===== src/sys_pkg.sv =====
`default_nettype none

package sys_pkg;

   typedef logic [15:0] bus_addr_t;     // cpu address
   typedef logic [7:0]  bus_data_t;     // bus data byte
   typedef logic [19:0] timer_ticks_t;  // timer period / count

   localparam int NUM_TIMERS = 8;

   // system-control page, low address byte
   localparam logic [7:0] SYS_REG_SPEED      = 8'h00;
   localparam logic [7:0] SYS_REG_TIMER_SEL  = 8'h01;
   localparam logic [7:0] SYS_REG_TICKS_L    = 8'h02;
   localparam logic [7:0] SYS_REG_TICKS_M    = 8'h03;
   localparam logic [7:0] SYS_REG_TICKS_H    = 8'h04;
   localparam logic [7:0] SYS_REG_TIMER_LOAD = 8'h05;
   localparam logic [7:0] SYS_REG_TIMER_EN   = 8'h06;
   localparam logic [7:0] SYS_REG_IRQ        = 8'h07;
   localparam logic [7:0] SYS_REG_UART_STAT  = 8'h08;
   localparam logic [7:0] SYS_REG_UART_DATA  = 8'h09;

   typedef enum logic {
      BUS_IDLE,
      BUS_READ   // waiting for slow targets
   } bus_state_e;

endpackage

`default_nettype wire


===== src/bus_controller.sv =====
`timescale 1ns/1ps
`default_nettype none

module bus_controller (
   input  wire                  sys_clk,
   input  wire                  reset_n,
   input  wire sys_pkg::bus_addr_t cpu_addr,
   input  wire                  cpu_wr_en,
   input  wire                  rd_start,
   input  wire sys_pkg::bus_data_t ram_rd_data,
   input  wire sys_pkg::bus_data_t sys_rd_data,
   input  wire                  rd_pending,
   output logic                 ram_wr_en,
   output logic                 sys_sel,
   output sys_pkg::bus_data_t   cpu_rd_data,
   output logic                 cpu_ready
);

   logic                ram_s;
   logic                ram_cs;
   logic                sys_cs;
   sys_pkg::bus_state_e bus_state;

   // 0x0000 - 0x8fff
   assign ram_s     = !cpu_addr[15] || (cpu_addr[15:12] == 4'h8);
   assign sys_sel   = (cpu_addr[15:8] == 8'h93);
   assign ram_wr_en = cpu_wr_en & ram_s;

   always_ff @(posedge sys_clk) begin
      if (!reset_n) begin
         bus_state <= sys_pkg::BUS_IDLE;
         cpu_ready <= 1'b1;
         ram_cs    <= 1'b0;
         sys_cs    <= 1'b0;
      end else begin
         if (rd_start || cpu_wr_en) begin
            ram_cs <= ram_s;
            sys_cs <= sys_sel;
         end
         if (rd_start) begin
            bus_state <= sys_pkg::BUS_READ;
            cpu_ready <= 1'b0;
         end else if (bus_state == sys_pkg::BUS_READ && !rd_pending) begin
            bus_state <= sys_pkg::BUS_IDLE;  // read data settled
            cpu_ready <= 1'b1;
         end
      end
   end

   always_comb begin
      if (ram_cs) begin
         cpu_rd_data = ram_rd_data;
      end else if (sys_cs) begin
         cpu_rd_data = sys_rd_data;
      end else begin
         cpu_rd_data = 8'hFF;  // unmapped
      end
   end

endmodule

`default_nettype wire


===== config.mk =====
export PLATFORM = sky130hd
export DESIGN_NAME = bus_controller
export DESIGN_NICKNAME = d
export VERILOG_FILES = /design/src/sys_pkg.sv /design/src/bus_controller.sv
export SDC_FILE = /design/constraint.sdc
export NUM_CORES = 1
export LEC_CHECK = 0
export BUFFER_PORTS_ARGS = -buffer_cell sky130_fd_sc_hd__buf_2
export CAP_MARGIN = 20
export CORE_AREA = 2 2 39 41
export CTS_BUF_LIST = sky130_fd_sc_hd__clkbuf_4
export CTS_CLUSTER_SIZE = 24
export DETAILED_ROUTE_END_ITERATION = 12
export DIE_AREA = 0 0 41 43
export HOLD_SLACK_MARGIN = 0.03
export PLACE_DENSITY_LB_ADDON = 0.15
export SYNTH_ARGS = -nofsm -noshare
export SYNTH_HDL_FRONTEND = slang
export SYNTH_SLANG_ARGS = --single-unit

===== constraint.sdc =====
create_clock -name sys_clk -period 1.15 [get_ports sys_clk]
set_input_delay 0.115 -clock sys_clk [delete_from_list [all_inputs] [get_ports sys_clk]]
set_output_delay 0.115 -clock sys_clk [all_outputs]
set_load 0.03 [all_outputs]

=== Yosys cells after proc, flatten, opt, wreduce, memory -nomap -nowiden ===
Cells that the tools add are included.

* Add/subtract/negate cells: 0
* $mul: 0
* Divide/modulo/power cells: 0
* Magnitude comparators: 0
* Equal/unequal tests: 2
* Shifts and indexed selects: 0
* Mux-type cells: 6
* Bitwise operators: 1
* Reductions and logical operators: 6

{| class="wikitable"
|+ Operators with widths
! cell !! count
|-
| 8-bit two-way mux || 2
|-
| 8-bit equality test (second input constant) || 1
|-
| 4-bit equality test (second input constant) || 1
|-
| 1-bit two-way mux || 4
|-
| 1-bit zero test || 2
|-
| 1-bit logical OR || 2
|-
| 2-bit nonzero test || 1
|-
| 1-bit AND || 1
|-
| 1-bit logical AND || 1
|}

* Register bits after elaboration: 4
* Bits in latches: 0
* Memory bits (writable): 0
* ROM bits: 0
* Input bits: 37
* Output and inout bits: 11
* Logic and storage cells: 19
* Memories kept: 0

=== Logic depth before layout (Yosys ltp) ===
Gate-level depths: netlist of the first run.

* Depth in word-level cells: 4
* Depth in mapped cells: 5

=== Worst setup path before layout of the first run ===
Ideal clock, no wire load.

* Path kind: register -> output
* From: reg ram_cs
* To: out cpu_rd_data[0]
* Arrival time: 1170 ps
* Data required time: 1035 ps
* Slack: -135 ps
* Cell stages (with the launch flop): 6
* Cell sequence: dfxtp_1 buf_4 nand2b_1 buf_4 nor2_1 a21oi_1

* Word-level cells in the longest chain between the ends: 1

{| class="wikitable"
|+ Ends and longest elaborated chain
! what !! RTL line !! RTL
|-
| start, declared || bus_controller.sv:20 || <nowiki>logic ram_cs;</nowiki>
|-
| start signal, assigned || bus_controller.sv:37 || <nowiki>ram_cs <= ram_s;</nowiki>
|-
| 8-bit two-way mux || bus_controller.sv:51 || <nowiki>if (ram_cs) begin</nowiki>
|-
| end, declared || bus_controller.sv:15 || <nowiki>output sys_pkg::bus_data_t cpu_rd_data,</nowiki>
|}

Every way passes these cells.

=== Worst setup path in the final report of the first run ===
* From: reg ram_cs
* To: out cpu_rd_data[5]

Same word-level chain as after synthesis.

==> run summary, run 1 <==
The run finished, with violations left. The final reports fail on setup timing. The area of the core region came out at around 0.0014 mm². The number of synthesized register bits came out at 4. The total negative slack is -0.119 ns. Leaving out fill and tap cells, the most frequent cell in the layout is sky130_fd_sc_hd__buf_2.

The part of the cycle the worst path needs is 102%. The top cell types in the final layout, fill and taps aside, are 31 x sky130_fd_sc_hd__buf_2, 9 x sky130_fd_sc_hd__inv_1, 9 x sky130_fd_sc_hd__nor2_1, 8 x sky130_fd_sc_hd__a21oi_1, 8 x sky130_fd_sc_hd__buf_4. The maximum level of the CTS H-tree came out at 1. The final layout contains approximately 130 nets. The post-placement cell area is between 500 and 600 µm². The critical path start-end classification is register to output pin. The routed layout has about 450 vias. The first element of the critical path is ram_cs.

The die span in x is approximately 41 µm. The initial utilization of the core area, before any placement, comes to between 20 and 25%. The Yosys warning count came out at 0. Counting cells, the worst reg-to-reg path comes to 3. The post-synth net total came out at 85.

The cell at the slowest stage of the critical path is sky130_fd_sc_hd__dfxtp_2. The clock-pin transition on the worst setup and hold timing paths came out at about 0.040 ns. The signed area change from the synthesized netlist to the final layout came out at 83.1%. The height of the die came out at ~43 µm. Synthesis produced 48 cells. The internal power of the cells totals roughly 350 µW. Data on the critical path is required at its endpoint by just over 1 ns.

The max-cap violation count is 0. The detailed-router iteration count before antenna repair came out at 2. The post-place setup slack is roughly 0.058 ns. The routed wirelength normalized by instance count is around 9.1 µm. The worst-case IR drop observed on VDD is approximately 440 µV.

The worst hold path belongs to the class input port to register. Setup violations remaining at the end of the flow were counted as 7. The tightest slew margin relative to the limit is 81.7%.

The average size of a mapped cell came out at slightly below 7 µm². The minimum clock period is approximately 1.2 ns. The worst hold path terminates at cpu_ready. The global-route congestion overflow total came out at 0. The relative contribution of sequential cells to total power came out at a little under a third. The arrival time at the worst endpoint came out at between 1 and 1.5 ns. 0 antenna diodes ended up in the layout.

The register-to-register setup slack is approximately 0.27 ns. The final wirelength is around 950 µm. The number of hold-slack violations in the final timing report is 0.

The detail route stage leaves a number of antenna-violating nets equal to 0. The worst clock skew came out at 0.0000286 ns. The number of clock sinks came out at 4. The root buffer cell chosen for the clock tree is sky130_fd_sc_hd__clkbuf_4. The endpoint identified for the worst register-to-register timing path is ram_cs.

The smallest setup slack after layout is -0.0245 ns. The full die area came out at 0.00176 mm². The number of buffers on the longest clock path came out at 2. Once layout is done, the placed cells without fillers occupy between 600 and 700 µm².

The worst setup path is launched from a register. The startpoint identified for the worst hold timing path is reset_n. The placement row count came out at 14. Per report_power, the combinational group accounts for between 30% and 40% of the total. Walking the worst path, the cells encountered are nand2b_4, nor2_1, a21oi_1, buf_4. The total routing resource utilization after global routing is 11.7%.

The worst-skew pair later-pin latency came out at roughly 0.23 ns. The first-pass GRT wire length is ~1.4 mm. The number of distinct library cells after synthesis came out at 15. The clock share of power came out at a little over a third. The static leakage came out at 0.347 nW. The number of buffers inserted during clock tree synthesis is 3. The reg-to-reg critical path startpoint is ram_cs. The pin count of the biggest net entering global routing is 10.

Buffers placed on the I/O ports in this run total 39. The total setup buffers inserted after CTS came out at 0. The total chip power is roughly 500 µW. Of the total power, the share spent switching nets is between 30% and 40%. In this run the worst path has a maximum fanout of 8. The share of the Yosys chip area taken by registers is between 20% and 30%. Setup repair after global routing could not meet its margin everywhere. The highest cell delay on the worst timing path is 0.32 ns.

The via count of the first global-routing pass is 371. The share of final-layout standard cells stronger than drive strength 1 is about three fifths. The worst hold path passes through 2 cells. The transition time of the tightest slew-check pin came out at roughly 0.27 ns.

Routability-driven placement finished with a final weighted congestion of 0.708. The detailed placer's ending HPWL is approximately 750 µm. The number of antenna violations at the first check in global routing came out at 0. The final max-slew violation count came out at 0. The post-detailed-route via-to-cell ratio came out at 4.31. The ratio of total power to cell area is 828 mW/mm². TritonCTS built the clock tree. The worst setup path is captured at an output pin. The maximum operating frequency is approximately 850 MHz. In this run the power spent charging and discharging nets is between 150 and 200 µW. The final routed DRC violation total is 0.

The mapped netlist covers about 330 µm². The top-level I/O count is 48. The final core utilization is approximately 44%.

After the first detailed-routing iteration, the DRC count stood at 4.
[area by class of cell]
cell class | count | area, µm²
clock buffer | 3 | 22.5
fill | 155 | 774
inverter | 9 | 33.8
multi-input combinational | 33 | 224
sequential | 4 | 82.6
tap | 16 | 20.0
timing repair buffer | 40 | 226
[per-layer routing]
metal	vias to the layer above	global-route usage, %	wire, µm
met5	-	0	0
met4	0	10.0	0
met3	0	3.14	84
met2	23	18.4	488
met1	193	11.9	381
li1	237	-	-
[registers in the layout, indices dropped and copies added (netlist names)]
name and cells:
bus_state 1, cpu_ready 1, ram_cs 1, sys_cs 1
[kinds of logic (layout without fill, tap and decap cells)]
group | count (synthesis) | in the layout | synth area share, %
compound gates | 14 | 14 | 24.1
buf+inv | 11 | 52 | 14.7
flops | 4 | 4 | 24.1
simple gates | 19 | 19 | 37.2
[through the flow]
step,cells,hold slack [ns]
2_1_floorplan,48,0.191
3_3_place_gp,102,0.337
3_5_place_dp,102,0.345
4_1_cts,105,0.0938
5_1_grt,105,0.105
6_report,105,0.102
[critical path, delay by kind of cell, from the launching register on]
family	cells	cell delay (ns)
simple gates	2	0.23
compound gates	1	0.11
buf+inv	1	0.17
flops	1	0.32
[worst max-delay path by stage]
| stage | end | slack (ns) |
|---|---|---|
| final | cpu_rd_data[5] | -0.02 |
| after global routing | cpu_rd_data[7] | -0.1 |
| after CTS | cpu_rd_data[6] | -0.03 |
| after detailed placement | cpu_rd_data[6] | 0.06 |
| after global placement | cpu_rd_data[5] | 0.07 |
| after floorplan | cpu_rd_data[0] | -0.14 |
[cell usage after synthesis]
master | number | area, µm²
sky130_fd_sc_hd__or2b_1 | 1 | 7.51
sky130_fd_sc_hd__nand2b_1 | 1 | 6.26
sky130_fd_sc_hd__nor2_1 | 11 | 41.3
sky130_fd_sc_hd__and2_1 | 1 | 6.26
sky130_fd_sc_hd__dfxtp_1 | 4 | 80.1
sky130_fd_sc_hd__buf_4 | 2 | 15.0
sky130_fd_sc_hd__nand3_1 | 1 | 5.00
sky130_fd_sc_hd__nor4_4 | 1 | 21.3
sky130_fd_sc_hd__nand4b_4 | 1 | 23.8
sky130_fd_sc_hd__a21bo_1 | 1 | 10.0
sky130_fd_sc_hd__o21ai_0 | 1 | 5.00
sky130_fd_sc_hd__nor2b_1 | 2 | 12.5
sky130_fd_sc_hd__a21oi_1 | 10 | 50.1
sky130_fd_sc_hd__inv_1 | 9 | 33.8
sky130_fd_sc_hd__o31ai_1 | 2 | 15.0
[what timing repair did]
item,4_1_cts,5_1_grt
resized for setup,11,6
hold buffers,0,0
pin swaps,2,0
setup endpoints to repair,8,8
[power groups by stage]
| stage | clock network (mW) | logic (mW) | registers [mW] |
|---|---|---|---|
| after floorplan | 0 | 0.0794 | 0.157 |
| after global placement | 0 | 0.162 | 0.153 |
| after detailed placement | 0 | 0.163 | 0.153 |
| after CTS | 0.187 | 0.174 | 0.151 |
| after global routing | 0.197 | 0.194 | 0.152 |
| final | 0.176 | 0.178 | 0.151 |
(Power assumes the default switching activity.)
==> run 2: changes to the inputs <==
- BUFFER_PORTS_ARGS: -buffer_cell sky130_fd_sc_hd__buf_2 -> -buffer_cell sky130_fd_sc_hd__clkbuf_2
==> run 2 against run 1 <==
  * The flow still finishes with violations (setup timing)
  * Power fell by 0.31%
  * Core utilization rose by 0.72 points
  * First-iteration DRC count fell by 50%
  * Sequential share of layout area fell by 0.22 points
  * Hold slack improved by 0.0049 ns
  * Sequential cell count did not move
  * Combinational power barely moved
  * Design area rose by 1.6%
  * Worst setup slack got worse by 0.0022 ns
  * Via count rose by 0.66%
  * Largest power group unchanged
  * Highest routed layer is now met4
==> run summary, run 2 (synthesized netlist as in run 1, its figures left out) <==
The number of antenna violations at the first check in global routing is 0 (unchanged). The number of buffers on the longest clock path is 2 (unchanged). The via count of the first global-routing pass is 414 (+12%). The pin count of the biggest net entering global routing is 10 (unchanged). The routed wirelength normalized by instance count is 9.21 µm (+1.4%). The kind of end point of the critical path is an output pin.

The final setup violation count was 6 (-1). The final routed DRC violation total is 0 (unchanged). The total inserted antenna cells is 0 (unchanged). The highest cell delay on the worst timing path came out at 0.32 ns (about the same). The ratio of total power to cell area is 813 mW/mm² (-1.9%). The critical path required time is 1.03 ns (about the same).

The smallest setup slack after layout is -0.0267 ns (-0.00223 ns). The height of the die is 43 µm (unchanged). The tightest slew margin relative to the limit is 81.9% (+0.19 points).

The die span in x came out at 41 µm (unchanged). The post-layout net count came to 128 (unchanged). The path class of the tightest hold or removal check is input port to register. The number of cells in the design after placement came out at 102 (unchanged).

The checks that failed: setup timing. The busiest metal layer after global routing is met2. Leaving out fill and tap cells, the most frequent cell in the layout is sky130_fd_sc_hd__clkbuf_2. The final cell count without fillers is 105 (unchanged). The routing usage on met1 came out at 10.6% (-1.3 points). The first-pass GRT wire length is 1.48 mm (+7.0%). The arrival time at the worst endpoint is 1.06 ns (about the same). The static leakage came to 0.354 nW (+2.0%). Setup repair after global routing could not meet its margin everywhere. TritonCTS built the clock tree. Traced cell by cell, the critical path runs through nand2b_4, nor2_1, a21oi_1, buf_4. The number of DRC markers in iteration 0 is 2 (-2).

The clock-pin transition on the worst setup and hold timing paths is 0.04 ns (about the same). The worst-skew pair later-pin latency is 0.23 ns (about the same). The number of nets still failing antenna checks after routing is 0 (unchanged). The worst setup path is launched from a register. The number of buffers inserted during clock tree synthesis came out at 3 (unchanged). The slowest stage of the critical path belongs to the cell sky130_fd_sc_hd__dfxtp_2. In the layout the commonest cells are 31 x sky130_fd_sc_hd__clkbuf_2, 9 x sky130_fd_sc_hd__inv_1, 8 x sky130_fd_sc_hd__nor2_1, 7 x sky130_fd_sc_hd__a21oi_1, 7 x sky130_fd_sc_hd__buf_4.

The global-route congestion overflow total was 0 (unchanged). The routed via count is 456 (+0.66%). The minimum clock period is 1.18 ns (+0.00223 ns). The placement row count came to 14 (unchanged).

The final max-slew violation count is 0 (unchanged). The area of the core region came out at 0.00138 mm² (unchanged). The initial core utilization came out at 24.1% (unchanged).

The final wirelength came out at 967 µm (+1.4%). The tree is rooted in a sky130_fd_sc_hd__clkbuf_4. The hold buffer count at cts is 0 (unchanged).

The post-detailed-route via-to-cell ratio came out at 4.34 (+0.66%). The global placer's final weighted congestion is 0.708 (about the same). The max-cap violation count came out at 0 (unchanged).

The worst clock skew came to 0.0000331 ns (+0.00000448 ns). The total routing resource utilization after global routing is 12.5% (+0.80 points). The met2 global-route usage is 22.2% (+3.7 points). The run finished, with violations left. The number of clock sinks is 4 (unchanged).

The critical path start-end classification is register to output pin. The final core utilization came out at 44.8% (+0.72 points). The detailed placer's ending HPWL came out at 772 µm (+3.1%). The transition time of the tightest slew-check pin came out at 0.270 ns (-0.00283 ns). The signed area change from the synthesized netlist to the final layout is 86.1%. The detailed-router iteration count before antenna repair came to 3 (+1). The full die area is 0.00176 mm² (unchanged). The top-level I/O count is 48 (unchanged). The maximum level of the CTS H-tree came out at 1 (unchanged).

The maximum operating frequency is 850 MHz (-0.19%). The maximum VDD drop is 433 µV (-1.5%). The number of hold-slack violations in the final timing report came out at 0 (unchanged). The part of the cycle the worst path needs was 102% (+0.19 points).

The maximum fanout encountered on the critical timing path came out at 8 (unchanged). The total chip power came out at 503 µW (-0.31%). The number of buffers inserted by port buffering is 39 (unchanged).

The share of final-layout standard cells stronger than drive strength 1 is 60.7% (+2.2 points). The met3 usage in global routing is 3.14% (unchanged).
-- run 2: worst max-delay path, delay by kind of cell (launching register included) --
family                 cells  cell delay (ns)
AO/OA/AOI/OAI              1             0.11
buffers and inverters      1             0.17
flip-flops                 1             0.32
AND/OR/NAND/NOR            2             0.23
-- run 2: final timing paths --
path / from / endpoint / slack, ns / depth (start not counted)
max: ram_cs / cpu_rd_data[2] / -0.03 / 4
min: reset_n / cpu_ready / 0.11 / 2
max reg2reg: ram_cs / ram_cs / 0.27 / 3
min reg2reg: bus_state / bus_state / 0.51 / 2
-- run 2: layout make-up --
type,instances,area [µm²]
Timing Repair Buffer,40,230
Sequential cell,4,82.6
Tap cell,16,20.0
Clock buffer,3,22.5
Inverter,9,33.8
Fill cell,145,764
Multi-Input combinational cell,33,230
-- run 2: timing repair --
| action | in CTS | in global routing |
|---|---|---|
| gates cloned | 0 | 0 |
| buffers inserted | 0 | 0 |
| pin swaps | 2 | 1 |
| setup endpoints to repair | 8 | 8 |
| gates resized for setup | 11 | 17 |
-- run 2: per-layer routing --
metal	vias up	routed length (µm)
met5	-	0
met4	0	8
met3	2	74
met2	23	515
met1	194	368
li1	237	-
-- run 2: per-stage QoR --
step / instance area (µm²) / hold WS (ns) / setup TNS, ns / setup slack, ns
6_report: 619 / 0.107 / -0.0872 / -0.0267
5_1_grt: 619 / 0.109 / -0.573 / -0.0828
4_1_cts: 592 / 0.0994 / -0.324 / -0.0465
3_5_place_dp: 541 / 0.345 / 0 / 0.0413
3_3_place_gp: 541 / 0.334 / 0 / 0.0548
2_1_floorplan: 333 / 0.191 / -1.08 / -0.135
-- run 2: power by group --
group / switching, mW / internal, mW
Clock: 0.0543 / 0.117
Combinational: 0.0970 / 0.0838
Sequential: 0.00380 / 0.148
==> run 3: changes to the inputs <==
- CELL_PAD_IN_SITES_DETAIL_PLACEMENT: not set -> 1
- CELL_PAD_IN_SITES_GLOBAL_PLACEMENT: not set -> 1
- CORE_AREA: 2 2 39 41 -> not set
- CORE_MARGIN: not set -> 2
- CORE_UTILIZATION: not set -> 17
- DIE_AREA: 0 0 41 43 -> not set
==> run 3 against run 2 <==
  * The run still ends with setup timing left
  * Sequential power hardly changed
  * Worst setup slack better by 0.014 ns
  * Global-route usage is 2.3 points lower
  * Hold slack worse by 0.0010 ns
  * Power is 0.72% lower
  * Via count is 2.2% higher
  * Routed wire length is 12% higher
==> run summary, run 3 (synthesized netlist as in run 1, its figures left out) <==
The tightest slew margin relative to the limit came out at 80.4% (-1.5 points). The final wirelength came to 1.08 mm (+12%). The die span in x came out at 48.2 µm (+18%). The part of the cycle the worst path needs is 101% (-1.3 points). The max-cap violation count is 0 (unchanged). The maximum operating frequency came out at 860 MHz (+1.2%). The run finished, with violations left. The worst-skew pair later-pin latency is 0.23 ns (about the same). The area taken by multi-input logic gates was 218 µm² (-5.4%).

The total setup buffers inserted after CTS came to 0 (unchanged). The final reports fail on setup timing. The net switching share of the total power came out at 30.8% (-0.034 points).

The tree is rooted in a sky130_fd_sc_hd__clkbuf_4. The library cell used most frequently in the layout, excluding fill and tap cells, is sky130_fd_sc_hd__clkbuf_2. The critical path required time is 1.03 ns (about the same). Setup repair after global routing could not meet its margin everywhere.

The full die area was 0.00233 mm² (+32%). The static leakage is 0.353 nW (-0.26%). The routed via count is 466 (+2.2%). The number of antenna violations at the first check in global routing is 0 (unchanged). The post-detailed-route via-to-cell ratio is 4.02 (-7.5%). The initial core utilization came out at 17.5% (-6.6 points).

The detailed-router iteration count before antenna repair is 2 (-1). The share of final-layout standard cells stronger than drive strength 1 is 55.1% (-5.6 points). The switching power total is 154 µW (-0.83%).

The final core utilization came out at 32.4% (-12 points). The arrival time at the worst endpoint came out at 1.05 ns (about the same). The clock-pin transition on the worst setup and hold timing paths is 0.04 ns (about the same). STA classifies the critical path startpoint as a register. The final setup violation count came out at 7 (+1). The critical path in this run is classified as register to output pin.

The number of hold-slack violations in the final timing report came out at 0 (unchanged). The via count of the first global-routing pass was 413 (-0.24%). The number of buffers inserted by port buffering came to 39 (unchanged). The design internal power came out at 346 µW (-0.67%). The transition time of the tightest slew-check pin is 0.291 ns (+0.0218 ns). The first-pass GRT wire length is 1.68 mm (+14%). The area of the core region came to 0.00190 mm² (+37%). The clock share of power was 34.0% (about the same). The total negative slack came to -0.0583 ns (+0.0289 ns). The maximum VDD drop is 321 µV (-26%).

The global-route congestion overflow total is 0 (unchanged). The worst clock skew is 0.0000488 ns (+0.0000158 ns). The relative contribution of combinational cells to total power came out at 35.6% (-0.3 points).

Leaving out fill and tap cells, the most frequent cells in the layout are 31 x sky130_fd_sc_hd__clkbuf_2, 10 x sky130_fd_sc_hd__nor2_1, 9 x sky130_fd_sc_hd__inv_1, 9 x sky130_fd_sc_hd__a21oi_1, 8 x sky130_fd_sc_hd__buf_4. The final cell count without fillers came out at 116 (+10%). The number of cells in the design after placement is 113 (+11%). The register cell area after layout is 81.3 µm² (-1.5%). The global placer's final weighted congestion came out at 0.682 (-3.6%). The placement row count is 16 (+2). The height of the die came out at 48.2 µm (+12%). The pin count of the biggest net entering global routing is 10 (unchanged). The detailed placer's ending HPWL was 921 µm (+19%).

The number of DRC markers in iteration 0 was 1 (-1). The number of buffers inserted during clock tree synthesis came to 3 (unchanged). The minimum clock period is 1.16 ns (-0.0144 ns).

The post-layout net count is 128 (unchanged). The smallest setup slack after layout is -0.0123 ns (+0.0144 ns). The final-layout worst hold slack came out at 0.106 ns (-0.000996 ns). STA classifies the critical path endpoint as an output pin. The final max-slew violation count is 0 (unchanged). In this run the worst hold path is classified as input port to register. The number of clock sinks came to 4 (unchanged). The count of filler cells inserted in the layout came to 258 (+78%).

The top-level I/O count is 48 (unchanged). The final routed DRC violation total is 0 (unchanged). The total chip power came out at 500 µW (-0.72%). The maximum level of the CTS H-tree came to 1 (unchanged).

TritonCTS built the clock tree. The maximum fanout encountered on the critical timing path is 8 (unchanged). The ratio of total power to cell area came out at 812 mW/mm² (-0.11%). The signed area change from the synthesized netlist to the final layout is 85.0%. The number of nets still failing antenna checks after routing came out at 0 (unchanged).

The hold buffer count at cts is 0 (unchanged). The number of buffers on the longest clock path came out at 2 (unchanged). The routed wirelength normalized by instance count is 9.30 µm (+1.0%). The total inserted antenna cells is 0 (unchanged). The total routing resource utilization after global routing came out at 10.3% (-2.3 points). The relative contribution of sequential cells to total power came out at 30.4% (+0.3 points).
## run 3: cell count changes in the layout (fill, tap and decap cells not counted)
cell / delta
sky130_fd_sc_hd__dfxtp_1: +1
sky130_fd_sc_hd__buf_4: +1
sky130_fd_sc_hd__dfxtp_2: -1
sky130_fd_sc_hd__nor2_1: +2
sky130_fd_sc_hd__nor2_2: -2
sky130_fd_sc_hd__a21oi_1: +2
sky130_fd_sc_hd__a21oi_2: -2
sky130_fd_sc_hd__buf_6: -1
## run 3: through the flow
stage	cell area [µm²]	setup WS [ns]
6_report	616	-0.0123
5_1_grt	616	-0.0907
4_1_cts	606	-0.0506
3_5_place_dp	554	0.0211
3_3_place_gp	554	0.0245
2_1_floorplan	333	-0.135
## run 3: critical path, stage by stage, from the launching register on
cell	delay, ns
sky130_fd_sc_hd__dfxtp_2	0.31
sky130_fd_sc_hd__nand2b_4	0.16
sky130_fd_sc_hd__nor2_1	0.05
sky130_fd_sc_hd__a21oi_1	0.11
sky130_fd_sc_hd__buf_4	0.18
## run 3: layout make-up
class,instances,share of cell area [%]
Clock buffer,3,3.66
Multi-Input combinational cell,33,35.4
Inverter,9,5.49
Sequential cell,4,13.2
Timing Repair Buffer,40,36.8
Tap cell,27,5.49
## run 3: what timing repair did
item,CTS,global route
endpoints found under the setup margin,8,8
pin swaps,0,0
resized for setup,11,11
## run 3: power groups by stage
| stage | logic (mW) | registers [mW] | clock network, mW |
|---|---|---|---|
| 5_1_grt | 0.197 | 0.153 | 0.185 |
| 6_report | 0.178 | 0.152 | 0.170 |
| 3_3_place_gp | 0.164 | 0.153 | 0 |
| 4_1_cts | 0.176 | 0.152 | 0.179 |
| 2_1_floorplan | 0.0794 | 0.157 | 0 |
| 3_5_place_dp | 0.166 | 0.153 | 0 |
## run 3: layer usage
metal	global-route usage [%]	vias up	share of wire (%)
met2	17.1	22	53
met4	6.49	0	1.1
met3	1.85	2	8.6
met1	12.0	203	37
li1	-	239	-
met5	0	-	0
## run 3: path summary, 6_finish.rpt
kind	from	endpoint	slack [ns]	cells after the start
worst max-delay path	ram_cs	cpu_rd_data[1]	-0.01	4
worst min-delay path	reset_n	cpu_ready	0.11	2
worst max register to register	ram_cs	ram_cs	0.25	3
worst min register to register	bus_state	bus_state	0.51	2
