==> src/sys_pkg.sv <==
`default_nettype none

package sys_pkg;

   typedef logic [15:0] bus_addr_t;     // cpu address
   typedef logic [7:0]  bus_data_t;     // bus data byte
   typedef logic [19:0] timer_ticks_t;  // timer period / count

   localparam int NUM_TIMERS = 8;

   // system-control page, low address byte
   localparam logic [7:0] SYS_REG_SPEED      = 8'h00;
   localparam logic [7:0] SYS_REG_TIMER_SEL  = 8'h01;
   localparam logic [7:0] SYS_REG_TICKS_L    = 8'h02;
   localparam logic [7:0] SYS_REG_TICKS_M    = 8'h03;
   localparam logic [7:0] SYS_REG_TICKS_H    = 8'h04;
   localparam logic [7:0] SYS_REG_TIMER_LOAD = 8'h05;
   localparam logic [7:0] SYS_REG_TIMER_EN   = 8'h06;
   localparam logic [7:0] SYS_REG_IRQ        = 8'h07;
   localparam logic [7:0] SYS_REG_UART_STAT  = 8'h08;
   localparam logic [7:0] SYS_REG_UART_DATA  = 8'h09;

   typedef enum logic {
      BUS_IDLE,
      BUS_READ   // waiting for slow targets
   } bus_state_e;

endpackage

`default_nettype wire

==> src/edge_detector.sv <==
`timescale 1ns/1ps
`default_nettype none

module edge_detector (
   input  wire  sys_clk,
   input  wire  reset_n,
   input  wire  level,
   output logic rising
);

   logic level_q;  // previous sample

   always_ff @(posedge sys_clk) begin
      if (!reset_n) begin
         level_q <= 1'b0;
         rising  <= 1'b0;
      end else begin
         level_q <= level;
         rising  <= level & ~level_q;  // one cycle pulse
      end
   end

endmodule

`default_nettype wire

==> src/interval_timer.sv <==
`timescale 1ns/1ps
`default_nettype none

module interval_timer (
   input  wire                   sys_clk,
   input  wire                   reset_n,
   input  wire                   enable,
   input  wire                   load,
   input  wire                   irq_ack,
   input  wire sys_pkg::timer_ticks_t max_ticks,
   output sys_pkg::timer_ticks_t value,
   output logic                  irq
);

   sys_pkg::timer_ticks_t max_q;  // period taken on load
   logic                  terminal;

   assign terminal = enable && !load && (value == max_q);

   always_ff @(posedge sys_clk) begin
      if (!reset_n) begin
         value <= '0;
         max_q <= '0;
         irq   <= 1'b0;
      end else begin
         if (load) begin
            value <= '0;
            max_q <= max_ticks;
         end else if (enable) begin
            if (terminal) begin
               value <= '0;  // reload
            end else begin
               value <= value + 20'd1;
            end
         end

         // a new terminal count wins over ack
         if (terminal) begin
            irq <= 1'b1;
         end else if (irq_ack) begin
            irq <= 1'b0;
         end
      end
   end

endmodule

`default_nettype wire

==> src/uart_link.sv <==
`timescale 1ns/1ps
`default_nettype none

module uart_link #(
   parameter int CLKS_PER_BIT = 868
) (
   input  wire                  sys_clk,
   input  wire                  reset_n,
   input  wire                  uart_rx,
   output logic                 uart_tx,
   input  wire sys_pkg::bus_data_t wr_data,
   input  wire                  wr_en,
   output logic                 wr_busy,
   input  wire                  rd_req,
   output logic                 rd_wait,
   output logic                 rd_avail,
   output sys_pkg::bus_data_t   rd_data
);

   localparam int CNT_W = $clog2(CLKS_PER_BIT);
   localparam logic [CNT_W-1:0] BIT_LAST  = CNT_W'(CLKS_PER_BIT - 1);
   localparam logic [CNT_W-1:0] HALF_LAST = CNT_W'(CLKS_PER_BIT / 2 - 1);

   typedef enum logic [1:0] {
      RX_IDLE,
      RX_START,
      RX_DATA,
      RX_STOP
   } rx_state_e;

   logic [9:0]       tx_shift;  // stop, data, start
   logic [3:0]       tx_bits;
   logic [CNT_W-1:0] tx_cnt;

   logic             rx_meta;
   logic             rx_sync;
   rx_state_e        rx_state;
   logic [CNT_W-1:0] rx_cnt;
   logic [2:0]       rx_idx;
   logic [7:0]       rx_shift;
   logic             rx_sample;
   logic             rx_done;

   assign uart_tx = tx_shift[0];

   always_ff @(posedge sys_clk) begin
      if (!reset_n) begin
         tx_shift <= '1;  // line idles high
         tx_bits  <= '0;
         tx_cnt   <= '0;
         wr_busy  <= 1'b0;
      end else if (!wr_busy) begin
         if (wr_en) begin
            tx_shift <= {1'b1, wr_data, 1'b0};
            tx_bits  <= 4'd10;
            tx_cnt   <= '0;
            wr_busy  <= 1'b1;
         end
      end else if (tx_cnt == BIT_LAST) begin
         tx_cnt   <= '0;
         tx_shift <= {1'b1, tx_shift[9:1]};
         tx_bits  <= tx_bits - 4'd1;
         if (tx_bits == 4'd1) begin
            wr_busy <= 1'b0;  // end of stop bit
         end
      end else begin
         tx_cnt <= tx_cnt + 1'b1;
      end
   end

   assign rx_sample = (rx_state == RX_DATA) && (rx_cnt == BIT_LAST);
   assign rx_done   = (rx_state == RX_STOP) && (rx_cnt == BIT_LAST) && rx_sync;

   always_ff @(posedge sys_clk) begin
      if (!reset_n) begin
         rx_meta  <= 1'b1;
         rx_sync  <= 1'b1;
         rx_state <= RX_IDLE;
         rx_cnt   <= '0;
         rx_idx   <= '0;
      end else begin
         rx_meta <= uart_rx;
         rx_sync <= rx_meta;
         case (rx_state)
            RX_IDLE: begin
               rx_cnt <= '0;
               if (!rx_sync) begin
                  rx_state <= RX_START;
               end
            end
            RX_START: begin
               if (rx_cnt == HALF_LAST) begin
                  rx_cnt   <= '0;
                  rx_idx   <= '0;
                  rx_state <= rx_sync ? RX_IDLE : RX_DATA;  // glitch check
               end else begin
                  rx_cnt <= rx_cnt + 1'b1;
               end
            end
            RX_DATA: begin
               if (rx_cnt == BIT_LAST) begin
                  rx_cnt <= '0;
                  rx_idx <= rx_idx + 3'd1;
                  if (rx_idx == 3'd7) begin
                     rx_state <= RX_STOP;
                  end
               end else begin
                  rx_cnt <= rx_cnt + 1'b1;
               end
            end
            default: begin
               if (rx_cnt == BIT_LAST) begin
                  rx_state <= RX_IDLE;  // mid stop bit
               end else begin
                  rx_cnt <= rx_cnt + 1'b1;
               end
            end
         endcase
      end
   end

   always_ff @(posedge sys_clk) begin
      if (rx_sample) begin
         rx_shift <= {rx_sync, rx_shift[7:1]};  // lsb first
      end
      if (rx_done) begin
         rd_data <= rx_shift;
      end
   end

   always_ff @(posedge sys_clk) begin
      if (!reset_n) begin
         rd_wait  <= 1'b0;
         rd_avail <= 1'b0;
      end else begin
         rd_wait <= rd_req;
         if (rx_done) begin
            rd_avail <= 1'b1;  // newer frame overwrites
         end else if (rd_wait) begin
            rd_avail <= 1'b0;
         end
      end
   end

endmodule

`default_nettype wire

==> src/sys_ctl_regs.sv <==
`timescale 1ns/1ps
`default_nettype none

module sys_ctl_regs #(
   parameter int CLKS_PER_BIT = 868
) (
   input  wire                  sys_clk,
   input  wire                  reset_n,
   input  wire                  sel,
   input  wire [7:0]            reg_addr,
   input  wire                  wr_en,
   input  wire sys_pkg::bus_data_t wr_data,
   input  wire                  rd_start,
   output sys_pkg::bus_data_t   rd_data,
   output logic                 rd_pending,
   output logic                 irq_n,
   output logic                 cpu_clk_en,
   input  wire                  uart_rx,
   output logic                 uart_tx
);

   localparam int NT    = sys_pkg::NUM_TIMERS;
   localparam int SEL_W = $clog2(NT);

   logic                  wr_hit;
   logic                  rd_hit;
   logic [2:0]            speed;
   logic [SEL_W-1:0]      timer_sel;
   logic [NT-1:0]         timer_en;
   logic [NT-1:0]         timer_load;
   logic [NT-1:0]         timer_ack;
   logic [NT-1:0]         timer_irq;
   logic [NT-1:0]         irq_bits;
   sys_pkg::timer_ticks_t timer_ticks [NT];
   sys_pkg::timer_ticks_t timer_value [NT];
   sys_pkg::timer_ticks_t tick_view;

   logic                  uart_wr_en;
   logic                  uart_wr_busy;
   logic                  uart_rd_req;
   logic                  uart_rd_wait;
   logic                  uart_rd_avail;
   sys_pkg::bus_data_t    uart_rd_data;

   logic [4:0]            div_cnt;
   logic                  div_tap;
   logic                  tap_rise;

   assign wr_hit     = sel & wr_en;
   assign rd_hit     = sel & rd_start;
   assign uart_wr_en = wr_hit && (reg_addr == sys_pkg::SYS_REG_UART_DATA);
   assign rd_pending = uart_rd_req | uart_rd_wait;
   assign irq_n      = ~|timer_irq;
   assign tick_view  = timer_en[timer_sel] ? timer_value[timer_sel] : timer_ticks[timer_sel];

   always_ff @(posedge sys_clk) begin
      if (!reset_n) begin
         speed     <= '0;
         timer_sel <= '0;
         timer_en  <= '0;
      end else if (wr_hit) begin
         case (reg_addr)
            sys_pkg::SYS_REG_SPEED:     speed <= wr_data[2:0];
            sys_pkg::SYS_REG_TIMER_SEL: timer_sel <= wr_data[SEL_W-1:0];
            sys_pkg::SYS_REG_TIMER_EN:  timer_en[timer_sel] <= wr_data[0];
            default: ;
         endcase
      end
   end

   always_ff @(posedge sys_clk) begin
      if (wr_hit) begin
         case (reg_addr)
            sys_pkg::SYS_REG_TICKS_L: timer_ticks[timer_sel][7:0]   <= wr_data;
            sys_pkg::SYS_REG_TICKS_M: timer_ticks[timer_sel][15:8]  <= wr_data;
            sys_pkg::SYS_REG_TICKS_H: timer_ticks[timer_sel][19:16] <= wr_data[3:0];
            default: ;
         endcase
      end
   end

   genvar i;
   generate
      for (i = 0; i < NT; i++) begin : g_timer
         assign timer_load[i]      = wr_hit && (reg_addr == sys_pkg::SYS_REG_TIMER_LOAD) &&
                                     (timer_sel == SEL_W'(i));
         assign timer_ack[i]       = wr_hit && (reg_addr == sys_pkg::SYS_REG_IRQ) &&
                                     (timer_sel == SEL_W'(i));
         assign irq_bits[NT-1-i]   = timer_irq[i];  // timer 0 at msb

         interval_timer u_timer (
            .sys_clk   (sys_clk),
            .reset_n   (reset_n),
            .enable    (timer_en[i]),
            .load      (timer_load[i]),
            .irq_ack   (timer_ack[i]),
            .max_ticks (timer_ticks[i]),
            .value     (timer_value[i]),
            .irq       (timer_irq[i])
         );
      end
   endgenerate

   always_ff @(posedge sys_clk) begin
      if (!reset_n) begin
         uart_rd_req <= 1'b0;
      end else begin
         uart_rd_req <= rd_hit && (reg_addr == sys_pkg::SYS_REG_UART_DATA);  // pop
      end
   end

   always_ff @(posedge sys_clk) begin
      if (rd_hit) begin
         case (reg_addr)
            sys_pkg::SYS_REG_SPEED:     rd_data <= {5'b0, speed};
            sys_pkg::SYS_REG_TIMER_SEL: rd_data <= {{(8 - SEL_W){1'b0}}, timer_sel};
            sys_pkg::SYS_REG_TICKS_L:   rd_data <= tick_view[7:0];
            sys_pkg::SYS_REG_TICKS_M:   rd_data <= tick_view[15:8];
            sys_pkg::SYS_REG_TICKS_H:   rd_data <= {4'b0, tick_view[19:16]};
            sys_pkg::SYS_REG_TIMER_EN:  rd_data <= {7'b0, timer_en[timer_sel]};
            sys_pkg::SYS_REG_IRQ:       rd_data <= irq_bits;
            sys_pkg::SYS_REG_UART_STAT: rd_data <= {6'b0, uart_wr_busy, uart_rd_avail};
            sys_pkg::SYS_REG_UART_DATA: rd_data <= uart_rd_data;
            default:                    rd_data <= 8'h00;
         endcase
      end
   end

   uart_link #(
      .CLKS_PER_BIT (CLKS_PER_BIT)
   ) u_uart (
      .sys_clk  (sys_clk),
      .reset_n  (reset_n),
      .uart_rx  (uart_rx),
      .uart_tx  (uart_tx),
      .wr_data  (wr_data),
      .wr_en    (uart_wr_en),
      .wr_busy  (uart_wr_busy),
      .rd_req   (uart_rd_req),
      .rd_wait  (uart_rd_wait),
      .rd_avail (uart_rd_avail),
      .rd_data  (uart_rd_data)
   );

   always_comb begin
      case (speed)
         3'd0:    div_tap = 1'b1;  // no edges, see cpu_clk_en
         3'd1:    div_tap = div_cnt[0];
         3'd2:    div_tap = div_cnt[1];
         3'd3:    div_tap = div_cnt[2];
         3'd4:    div_tap = div_cnt[3];
         default: div_tap = div_cnt[4];
      endcase
   end

   edge_detector u_tap_edge (
      .sys_clk (sys_clk),
      .reset_n (reset_n),
      .level   (div_tap),
      .rising  (tap_rise)
   );

   always_ff @(posedge sys_clk) begin
      if (!reset_n) begin
         div_cnt    <= '0;
         cpu_clk_en <= 1'b1;
      end else begin
         div_cnt    <= div_cnt + 5'd1;
         cpu_clk_en <= (speed == 3'd0) | tap_rise;
      end
   end

endmodule

`default_nettype wire

==> config.mk <==
export PLATFORM = sky130hd
export DESIGN_NAME = sys_ctl_regs
export DESIGN_NICKNAME = d
export VERILOG_FILES = /design/src/sys_pkg.sv /design/src/edge_detector.sv /design/src/interval_timer.sv /design/src/uart_link.sv /design/src/sys_ctl_regs.sv
export SDC_FILE = /design/constraint.sdc
export NUM_CORES = 1
export LEC_CHECK = 0
export ABC_AREA = 0
export BUFFER_PORTS_ARGS = -buffer_cell sky130_fd_sc_hd__buf_2
export CELL_PAD_IN_SITES_DETAIL_PLACEMENT = 1
export CELL_PAD_IN_SITES_GLOBAL_PLACEMENT = 2
export CORE_MARGIN = 2
export CORE_UTILIZATION = 42
export DETAILED_ROUTE_END_ITERATION = 8
export GPL_TIMING_DRIVEN = 0
export PLACE_DENSITY_LB_ADDON = 0.08
export SETUP_SLACK_MARGIN = 0.02
export SLEW_MARGIN = 20
export SYNTH_ARGS = -nofsm -noshare
export SYNTH_HDL_FRONTEND = slang
export SYNTH_SLANG_ARGS = --single-unit
==> constraint.sdc <==
create_clock -name sys_clk -period 2.8 [get_ports sys_clk]
set_input_delay 0.28 -clock sys_clk [delete_from_list [all_inputs] [get_ports sys_clk]]
set_output_delay 0.28 -clock sys_clk [all_outputs]
set_load 0.02 [all_outputs]
After elaboration in Yosys (flattened, before gate mapping)
Memory sizes are Yosys's and may differ from the RTL's. A register that Yosys moved wholly into a read port is not among the register bits.
Index checks and enable logic that the tools add are counted.
{"block": "word_totals", "n_memories": 1, "ram_bits": 160, "inputBits": 22, "register_bits": 259}
{"memory": "timer_ticks", "depth": 8, "width": 20, "read_ports": 9, "rd_clocked_by_memory_dff": 9, "write_ports": 1, "line": "sys_ctl_regs.sv:34", "text": "sys_pkg::timer_ticks_t timer_ticks [NT];"}
{"block": "op_classes", "n_reduce_logical": 88, "n_eq_ne": 42, "order_cmp": 3, "addsub": 13, "muxes": 75, "bitwise": 8}
{"operator": "$mux 20", "n": 11}
{"operator": "$add 20x1->20 const B", "n": 8}
{"operator": "$eq 20x20->1", "n": 8}
{"operator": "$mux 10", "n": 9}
{"operator": "$pmux 8 s9", "n": 1}
{"operator": "$bmux 20 s3", "n": 1}
{"operator": "$logic_and 1x1->1", "n": 40}
{"operator": "$mux 1", "n": 33}
{"operator": "$eq 8x3->1 const B", "n": 4}
{"operator": "$pmux 10 s3", "n": 1}
{"operator": "$reduce_bool 2->1", "n": 11}
{"operator": "$add 10x1->10 const B", "n": 2}
{"operator": "$eq 10x10->1 const B", "n": 2}
{"operator": "$eq 3x3->1 const B", "n": 6}
{"operator": "$logic_not 1->1", "n": 17}
{"operator": "$eq 8x2->1 const B", "n": 2}
{"operator": "$eq 8x4->1 const B", "n": 2}
{"operator": "$reduce_or 2->1", "n": 8}
{"operator": "$eq 3x2->1 const B", "n": 4}
{"operator": "$mux 2", "n": 6}
{"operator": "$mux 3", "n": 4}
{"operator": "$mux 4", "n": 3}
{"operator": "$eq 10x9->1 const B", "n": 1}
{"operator": "$bwmux 8", "n": 1}
{"operator": "31 further kinds", "n": 44}

Depth between registers and ports, before layout
Gate-level depths: netlist (run 1).
{"block": "logic_depth", "ltp_word": 7, "mapped_depth": 9, "mapped_depth_nobuf": 7}

Hierarchy
From an unflattened synthesis (run 1), not the netlist that was laid out.
{"block": "hier_totals", "cells_unflattened": 2501, "area_unflattened_um2": 27347.5}
{"module": "interval_timer (g_timer[0].u_timer ...)", "n_inst": 7, "seq_area_each_um2": 820.8, "area_each_um2": 1920.6, "cells_each": 201}
{"module": "sys_ctl_regs", "n_inst": 1, "seq_area_each_um2": 5525.3, "area_each_um2": 9295.2, "cells_each": 637}
{"module": "uart_link", "n_inst": 1, "seq_area_each_um2": 1341.3, "area_each_um2": 2643.8, "cells_each": 259}
{"module": "interval_timer (g_timer[4].u_timer)", "n_inst": 1, "seq_area_each_um2": 820.8, "area_each_um2": 1909.3, "cells_each": 194}
{"module": "edge_detector", "n_inst": 1, "seq_area_each_um2": 40.0, "area_each_um2": 55.1, "cells_each": 4}

Least setup slack after synthesis (run 1)
Ideal clock, no wire load.
{"block": "synth_path", "kind": "in2reg", "startpoint": "input port reg_addr[5]", "endpoint": "memory timer_ticks[5][0] (netlist name) (enable)", "path_slack_ns": 0.386, "cell_stages": 7, "arrival_time_ns": 2.044, "required_time_ns": 2.430, "setup_ns": 0.370, "path_cell_list": "or4_4 nor3_2 buf_2 nand2_1 nor2_1 nand2_1 nor2_1"}
{"block": "synth_via", "elab_chain_len": 4}
{"item": "start, declared", "line": "sys_ctl_regs.sv:10", "text": "input wire [7:0] reg_addr,"}
{"item": "$eq 8x2->1", "line": "sys_ctl_regs.sv:73", "text": "case (reg_addr)"}
{"item": "$mux 1", "line": "sys_ctl_regs.sv:73"}
{"item": "$mux 1", "line": "sys_ctl_regs.sv:72", "text": "if (wr_hit) begin"}
{"item": "$mux 1 (implied by the code)", "line": "sys_ctl_regs.sv:74", "text": "sys_pkg::SYS_REG_TICKS_L: timer_ticks[timer_sel][7:0] <= wr_data;"}
{"item": "end, declared", "line": "sys_ctl_regs.sv:34"}
No other way between the ends.

Final worst setup path (run 1)
{"block": "layout_path", "startpoint": "input port reg_addr[5]", "endpoint": "memory timer_ticks[2][14] (netlist name) (enable)"}
{"block": "layout_via", "elab_chain_len": 4}
{"item": "$eq 8x2->1", "line": "sys_ctl_regs.sv:73"}
{"item": "$mux 1", "line": "sys_ctl_regs.sv:73"}
{"item": "$mux 1", "line": "sys_ctl_regs.sv:72"}
{"item": "$mux 1 (implied by the code)", "line": "sys_ctl_regs.sv:75", "text": "sys_pkg::SYS_REG_TICKS_M: timer_ticks[timer_sel][15:8] <= wr_data;"}
No other way between the ends.

==> results of run 1 <==
-- per-layer routing --
| metal | up-vias | global-route usage (%) | wire length (µm) |
|---|---|---|---|
| li1 | 9186 | - | - |
| met1 | 10500 | 46.6 | 46500 |
| met2 | 745 | 49.0 | 44800 |
| met3 | 155 | 5.84 | 8060 |
| met4 | 2 | 9.63 | 3070 |
| met5 | - | 0 | 13 |
-- critical path, stage by stage --
cell and delay, ps:
sky130_fd_sc_hd__buf_2 110, sky130_fd_sc_hd__or4_4 600, sky130_fd_sc_hd__nor3_2 160, sky130_fd_sc_hd__and2_1 530, sky130_fd_sc_hd__and2_1 310, sky130_fd_sc_hd__nand2_1 380
sky130_fd_sc_hd__nor2_1 730
-- kinds of logic (layout without fill, tap and decap cells) --
| kind of cell | after synthesis | after routing | share of synthesized area, % |
|---|---|---|---|
| xor gates and xnor gates | 324 | 324 | 10.8 |
| buffers and inverters | 162 | 318 | 2.83 |
| DFF | 581 | 581 | 51.3 |
| AOI/OAI and AO/OA | 270 | 270 | 5.81 |
| other | 0 | 1 | 0 |
| and+or+nand+nor | 1075 | 1075 | 18.7 |
| muxes | 148 | 148 | 9.57 |
| adders and majority gates | 21 | 21 | 1.00 |
-- power groups by stage --
stage	Sequential (mW)	Combinational, mW	Clock, mW
finish	8.71	0.412	8.97
global route	8.71	0.444	9.44
CTS	8.71	0.412	9.08
detailed placement	8.90	0.408	0
global placement	8.90	0.399	0
floorplan	8.90	0.207	0
-- timing repair --
item                                    in CTS  in global routing
resized for setup                           20                 27
endpoints found under the hold margin        1                  0
endpoints found under the setup margin     109                177
setup buffers                                4                  0
hold buffers                                 1                  0
pin swaps                                    2                  1
-- registers in the layout, summed over array words and instances, names as in the netlist, 4 cells and up, named ones only --
name,count
u_uart.tx_bits,4
g_timer.u_timer.value,160
u_uart.tx_cnt,10
u_uart.tx_shift,9
g_timer.u_timer.irq,8
timer_en,8
u_uart.rx_cnt,10
rd_data,8
u_uart.rx_shift,8
g_timer.u_timer.max_q,160
timer_ticks,160
div_cnt,5
u_uart.rd_data,8
-- layout by cell type (no fill, tap or decap), drive strengths merged, types with 3 or more instances in the layout --
cell type / n
o21a: 7
nor3b: 8
a31oi: 9
nand3: 92
nand3b: 3
nor4b: 3
nor4: 21
clkinv: 13
o21ai: 35
or2: 3
a221oi: 5
nand2: 444
or4: 11
a32oi: 3
edfxtp: 184
mux4: 82
nand4: 72
mux2i: 62
ha: 21
and4: 11
buf: 99
and3: 25
or3: 6
dfxtp: 397
nor3: 27
a22oi: 8
nor2: 296
xnor2: 170
a211oi: 5
clkbuf: 169
and2: 15
mux2: 4
xor2: 154
a21oi: 182
nand2b: 11
inv: 28
bufinv: 5
nor2b: 19
-- layout make-up --
cell class / instances / area, µm²
Clock inverter: 24 / 279
Fill cell: 6876 / 31900
Antenna cell: 1 / 2.50
Inverter: 24 / 90.1
Multi-Input combinational cell: 1838 / 12100
Timing Repair Buffer: 36 / 195
Tap cell: 837 / 1050
Buffer: 137 / 694
Sequential cell: 581 / 13500
Clock buffer: 97 / 1930
-- stage by stage --
stage,area (µm²),utilization [%],instances
2_1_floorplan,26300,-,2581
3_3_place_gp,27500,44.5,3449
3_5_place_dp,27500,44.5,3449
4_1_cts,29800,48.3,3575
5_1_grt,29900,48.4,3574
6_report,29900,48.4,3575
-- worst max path at each step --
| stage | from | to | slack, ps | cells after the start |
|---|---|---|---|---|
| 2_1_floorplan | reg_addr[5] | timer_ticks[5][0] | 390 | 7 |
| 3_3_place_gp | reg_addr[5] | rd_data[1] | -1100 | 6 |
| 3_5_place_dp | reg_addr[5] | timer_ticks[1][14] | -570 | 7 |
| 4_1_cts | timer_sel[0] | rd_data[3] | 0.2 | 8 |
| 5_1_grt | reg_addr[5] | timer_ticks[2][7] | -140 | 8 |
| 6_report | reg_addr[5] | timer_ticks[2][14] | -70 | 7 |
==> out/results.txt, run 1 <==
The number of cells traversed by the worst hold path is 1. The type of the tightest min-delay check was in -> reg. The number of remaining DRC errors was 0; the mean instance size in the synthesized netlist was 10.2 µm². The worst-case reg-to-reg path depth was 8. For the worst setup path, the data arrival time is 3120 ps.

For the total routing usage reported by global routing, the log shows 32.2%. The checks that failed: setup timing. In this run the critical register-to-register path is launched from timer_sel[0]. In this run the horizontal extent of the chip is 254 µm. The run gives 2581 as the number of standard cells after synthesis. The logs give 3 for the maximum buffer depth of the clock tree and 0 for the number of warning messages in the yosys log. After detailed routing, the number of vias per cell comes to 5.76. The relative max-transition margin was 27.4%. Reg2reg setup slack: 40 ps. The core region is 61700 µm². The setup slack after layout is -72.2 ps, and the per-cell routed wire length is 28.6 µm. Max-cap violations in this run came to 0.

For the pin with the worst max-slew slack, the measured transition is 1090 ps. The tools report the clock tree root driver cell as sky130_fd_sc_hd__clkbuf_16. For the worst-skew pair, the clock arrives at the later sink with an insertion delay of 620 ps.

The run gives 0 as the final max-slew violation count. The logs give 2111 for the first-iteration detailed-routing DRC count and 14.1 mW for the internal power summed over all cells. The commonest cells after synthesis are sky130_fd_sc_hd__nand2_1 (443), sky130_fd_sc_hd__dfxtp_1 (397), sky130_fd_sc_hd__nor2_1 (296), sky130_fd_sc_hd__edfxtp_1 (184), sky130_fd_sc_hd__a21oi_1 (182).

Power spread over the standard cell area amounts to 606 nW/µm². TritonCTS built the clock tree. The final critical path takes up 103% of the cycle.

The power dissipated by switching net loads came out at 4.02 mW. Clock-pin slew on the worst setup and hold paths: 60 ps. The synthesized design devotes to its leading area cell type 30.3% of total area.

The number of antenna violations at the first check in global routing was 3; the number of enable flip-flop cells after synthesis was 184. Entering global routing, the biggest net connects 28 pins. Derived from the worst setup path, the maximum achievable clock frequency is 0.348 GHz.

Across the VDD grid, the largest voltage drop is 0.402 mV. Counting I/O delays and the setup requirement, the final critical path takes 2870 ps. The most common cell in the synthesized netlist is sky130_fd_sc_hd__nand2_1. sky130_fd_sc_hd__dfxtp_1 takes more of the synthesized area than any other cell. The first global-routing pass estimated 147 mm of wire. The share of total power consumed by net switching is 22.2%, and the share of async-settable or async-resettable flops after synthesis is 0%. The detailed router placed 20600 vias in this run. Count of state elements after synthesis: 581. By area the synthesized netlist is led by sky130_fd_sc_hd__dfxtp_1 (30%), sky130_fd_sc_hd__edfxtp_1 (21%), sky130_fd_sc_hd__mux4_2 (7.0%), sky130_fd_sc_hd__nand2_1 (6.3%), sky130_fd_sc_hd__xnor2_1 (5.7%). Summed over all cells, the static leakage comes to 10.0 nW. Combinational logic burns 2.3% of the power. The classification of the worst setup path was in -> reg.

The logs give 0 for the remaining number of nets flagged by the antenna check after routing and -572 ps for the worst slack after detailed placement. Compared with the post-synthesis result, the final layout area differs by 13.7%. After synthesis the cells add up to 26300 µm². The die covers 64500 µm².

The fraction of layout instances using a drive strength above 1 was 12.2%; the row count was 91. Setup repair after global routing could not meet its margin everywhere. After the last flow step, the layout net total stands at 2728. For the placer's final routability congestion estimate, the log shows 0.953. The path with the worst hold slack has its endpoint at timer_ticks[4][15]. The flow ran to the end, but the final reports show violations. Distinct cell type count of the synthesized netlist: 66. The depth of the CTS H-tree was 3; the number of port buffers was 31. On the final layout, the worst clock skew is 12.4 ps. The number of ports placed on the die boundary came out at 34. The final HPWL from detailed placement came out at 79.9 mm.

The final-report hold violation count was 0; the remaining global-route overflow was 0. The tools report the sequential share of the synthesized area as 51.3%. STA puts the critical path data required time at 3040 ps. The kind of start point of the critical path was an input port. Number of buffers inserted during clock tree synthesis: 67. The tightest hold path in the finished design has a slack of 152 ps.

For the final routed database, the setup TNS stands at -561 ps. Setup violations remaining at the end of the flow were counted as 8. In this run the critical register-to-register path is captured at rd_data[3].

For the share of total power in sequential cells, the log shows 48.2%. The worst hold path begins at wr_data[7]. The logs give 20700 for the number of global-route vias before repair and 18.1 mW for the post-layout total power.

The wire length after detailed routing was 102 mm; the initial cell density of the core was 42.5%. The commonest register cell after synthesis is sky130_fd_sc_hd__dfxtp_1. The clock network fraction of design power was 49.6%; the maximum net fanout on the critical path was 8.

Counting every net in the synthesized netlist gives 2624. The clock drives 581 sinks. Element type at the critical path end: a register. The first detailed-routing pass ran for 5 iterations.

The die span in y was 254 µm.
Power figures use the tool's default switching activity.
==> run 2, diff against run 1 <==
--- a/config.mk
+++ b/config.mk
@@ -7,10 +7,8 @@
 export LEC_CHECK = 0
 export ABC_AREA = 0
 export BUFFER_PORTS_ARGS = -buffer_cell sky130_fd_sc_hd__buf_2
-export CELL_PAD_IN_SITES_DETAIL_PLACEMENT = 1
-export CELL_PAD_IN_SITES_GLOBAL_PLACEMENT = 2
 export CORE_MARGIN = 2
-export CORE_UTILIZATION = 42
+export CORE_UTILIZATION = 55
 export DETAILED_ROUTE_END_ITERATION = 8
 export GPL_TIMING_DRIVEN = 0
 export PLACE_DENSITY_LB_ADDON = 0.08
==> run 2 against run 1 <==
Compared with the run above:
- wire length decreased by 12%
- sequential cell count is the same
- setup slack improved by 49 ps
- non-clock buffer count is 2 lower
- the run still ends with setup timing left
- maximum frequency increased by 1.7%
- via count down 1.2%
- sequential share of layout area up 1.1 points
- global-route usage rose by 3.9 points
- first-iteration DRC count rose by 11%
- utilization is 13 points higher
==> out/results.txt, run 2 (same netlist as run 1, synthesis figures left out) <==
In the global route stage, overall resource usage came out at 36.1%. The logs give 18500 for the number of global-route vias before repair and -23.3 ps for the setup slack after layout. In this run the power density over the cells is 579 nW/µm². Summed over all failing endpoints, the final setup total negative slack is -23.3 ps. The floorplan has 80 rows.

The final-report hold violation count came out at 0. The run gives 59 as the number of buffers inserted during clock tree synthesis. Dividing the final minimum period by the clock period gives 101%. Fill cells in the final layout number 3993.

The logs give 47400 µm² for the placeable core region and 13500 µm² for the combined flip-flop and latch cell area. The required time reported for the critical path endpoint was 3160 ps; the clock latency of the later-clocked register in the worst-skew pair was 640 ps. The width of the chip was 222 µm. The number of port buffers was 31. The maximum net fanout on the critical path is 10, and the synthesis-to-layout area growth is 11.1%. Based on the critical path, the design can be clocked at up to 0.354 GHz. Leaving out fill and tap cells, the most frequent cells in the layout are sky130_fd_sc_hd__nand2_1 (443), sky130_fd_sc_hd__dfxtp_1 (396), sky130_fd_sc_hd__nor2_1 (294).

The classification of the worst setup path was reg -> reg. Die outline area: 49500 µm². The count of final setup violators was 1. The final reports fail on setup timing. Area of the multi-input gates: 12100 µm². Final max-slew violation count: 0.

Leaving out fill and tap cells, the most frequent cell in the layout is sky130_fd_sc_hd__nand2_1. Setup repair after global routing left no endpoint under its margin. The launch point of the worst hold path is wr_data[4]. For the number of nets in the layout, the log shows 2718. For the remaining global-route overflow, the log shows 0.

The number of antenna violations at the first check in global routing was 5; the final critical path time including I/O delays and setup was 2820 ps. The first-iteration detailed-routing DRC count came out at 2349. The tree is rooted in a sky130_fd_sc_hd__clkbuf_16. The worst setup path is captured at a register.

Clock-pin slew was measured on the worst setup and hold paths at 70 ps. The startpoint identified for the worst register-to-register timing path is timer_sel[1]. The run finished, with violations left. The total leakage power was 9.87 nW; the largest clock skew in the final design was 11.8 ps. The final HPWL from detailed placement is 69.9 mm.

Measured against its own limit, the worst slew margin works out to 25.0%. The largest registers in the layout are g_timer.u_timer.max_q: 160 flops, g_timer.u_timer.value: 160 flops, timer_ticks: 160 flops. The pre-antenna-repair detailed-routing pass consisted of 5 iterations. The logs give 61.5% for the utilization after layout and 3180 ps for the data arrival time at the worst-slack endpoint. During I/O placement, the number of pins put on the boundary was 34. The wire length after detailed routing came out at 90.2 mm. Placer's final routability congestion estimate: 1.00. The post-route netlist has 11.2% of its cells at a drive strength greater than 1.

Clock tree synthesis found a total of 581 sinks. The min-delay analysis places its worst path in the category in -> reg. The floorplan step set the die height to 222 µm. The worst vdd rail ir drop is 0.566 mV. In this run the remaining antenna-violating nets after routing total 0.

The run gives 28 as the pin count of the biggest net entering global routing. The per-cell routed wire length is 27.0 µm, and the maximum buffer depth of the clock tree is 3. The depth of the CTS H-tree was 2; the first-pass GRT wire length was 127 mm. Kind of start point of the critical path: a register. Across all layers, the routed design uses 20400 vias. TritonCTS built the clock tree. The most critical setup path has its startpoint at timer_sel[1]. Using the TritonRoute via totals, the vias-per-cell ratio works out to 6.10.

The slew at the pin closest to its max-slew limit came out at 1130 ps. For the number of remaining DRC errors, the log shows 0. The max-capacitance violation count came out at 0. Once the floorplan was initialized, standard cells occupied 55.3% of the core.
## run 2: layout make-up
type / count / share of cell area, %
Sequential cell: 581 / 46.2
Multi-Input combinational cell: 1838 / 41.5
Clock buffer: 83 / 5.68
Tap cell: 615 / 2.64
Buffer: 138 / 2.32
Clock inverter: 26 / 0.798
Timing Repair Buffer: 33 / 0.592
Inverter: 24 / 0.309
Antenna cell: 1 / 0.00858
## run 2: metal layers
metal  track usage, %  part of all wire, %  vias up
met5                0                0.010        -
met4             12.8                  3.7        2
met3             9.10                   12      174
met2             52.3                   42     1124
met1             52.6                   42     9891
li1                 -                    -     9163
## run 2: final timing paths
kind / cells after the start / slack, ps / to
worst max-delay path: 6 / -20 / rd_data[1]
worst min-delay path: 1 / 110 / timer_ticks[2][4]
worst max register to register: 6 / -20 / rd_data[1]
worst min register to register: 1 / 380 / u_tap_edge.rising
## run 2: through the flow
| step | instance area, µm² | power [mW] | hold WS (ps) | cells | setup WS, ps |
|---|---|---|---|---|---|
| 6_report | 29200 | 16.9 | 108 | 3339 | -23.3 |
| 5_1_grt | 29200 | 17.3 | 110 | 3338 | 20.3 |
| 4_1_cts | 29100 | 16.9 | 102 | 3338 | 27.1 |
| 3_5_place_dp | 27200 | 9.28 | 372 | 3227 | -497 |
| 3_3_place_gp | 27200 | 9.28 | 372 | 3227 | -784 |
| 2_1_floorplan | 26300 | 9.10 | 367 | 2581 | 386 |
## run 2: power breakdown
group,internal [mW],total [mW],switching (mW),leakage (nW)
Combinational,0.0937,0.397,0.303,4.08
Clock,4.40,7.77,3.37,0.934
Sequential,8.69,8.71,0.0179,4.86
Total,13.2,16.9,3.70,9.87
## run 2: repair_timing
action,4_1_cts,5_1_grt
setup buffers,1,0
pin swaps,1,0
hold buffers,1,0
setup endpoints to repair,48,3
gates resized for setup,13,8
hold endpoints to repair,1,0
## run 2: worst max-delay path, stage by stage (launching register included)
cell and delay [ps]:
sky130_fd_sc_hd__dfxtp_1 440, sky130_fd_sc_hd__clkbuf_4 280, sky130_fd_sc_hd__clkbuf_4 290, sky130_fd_sc_hd__mux4_2 360
sky130_fd_sc_hd__mux2i_2 380, sky130_fd_sc_hd__a211oi_1 150, sky130_fd_sc_hd__or4_1 620
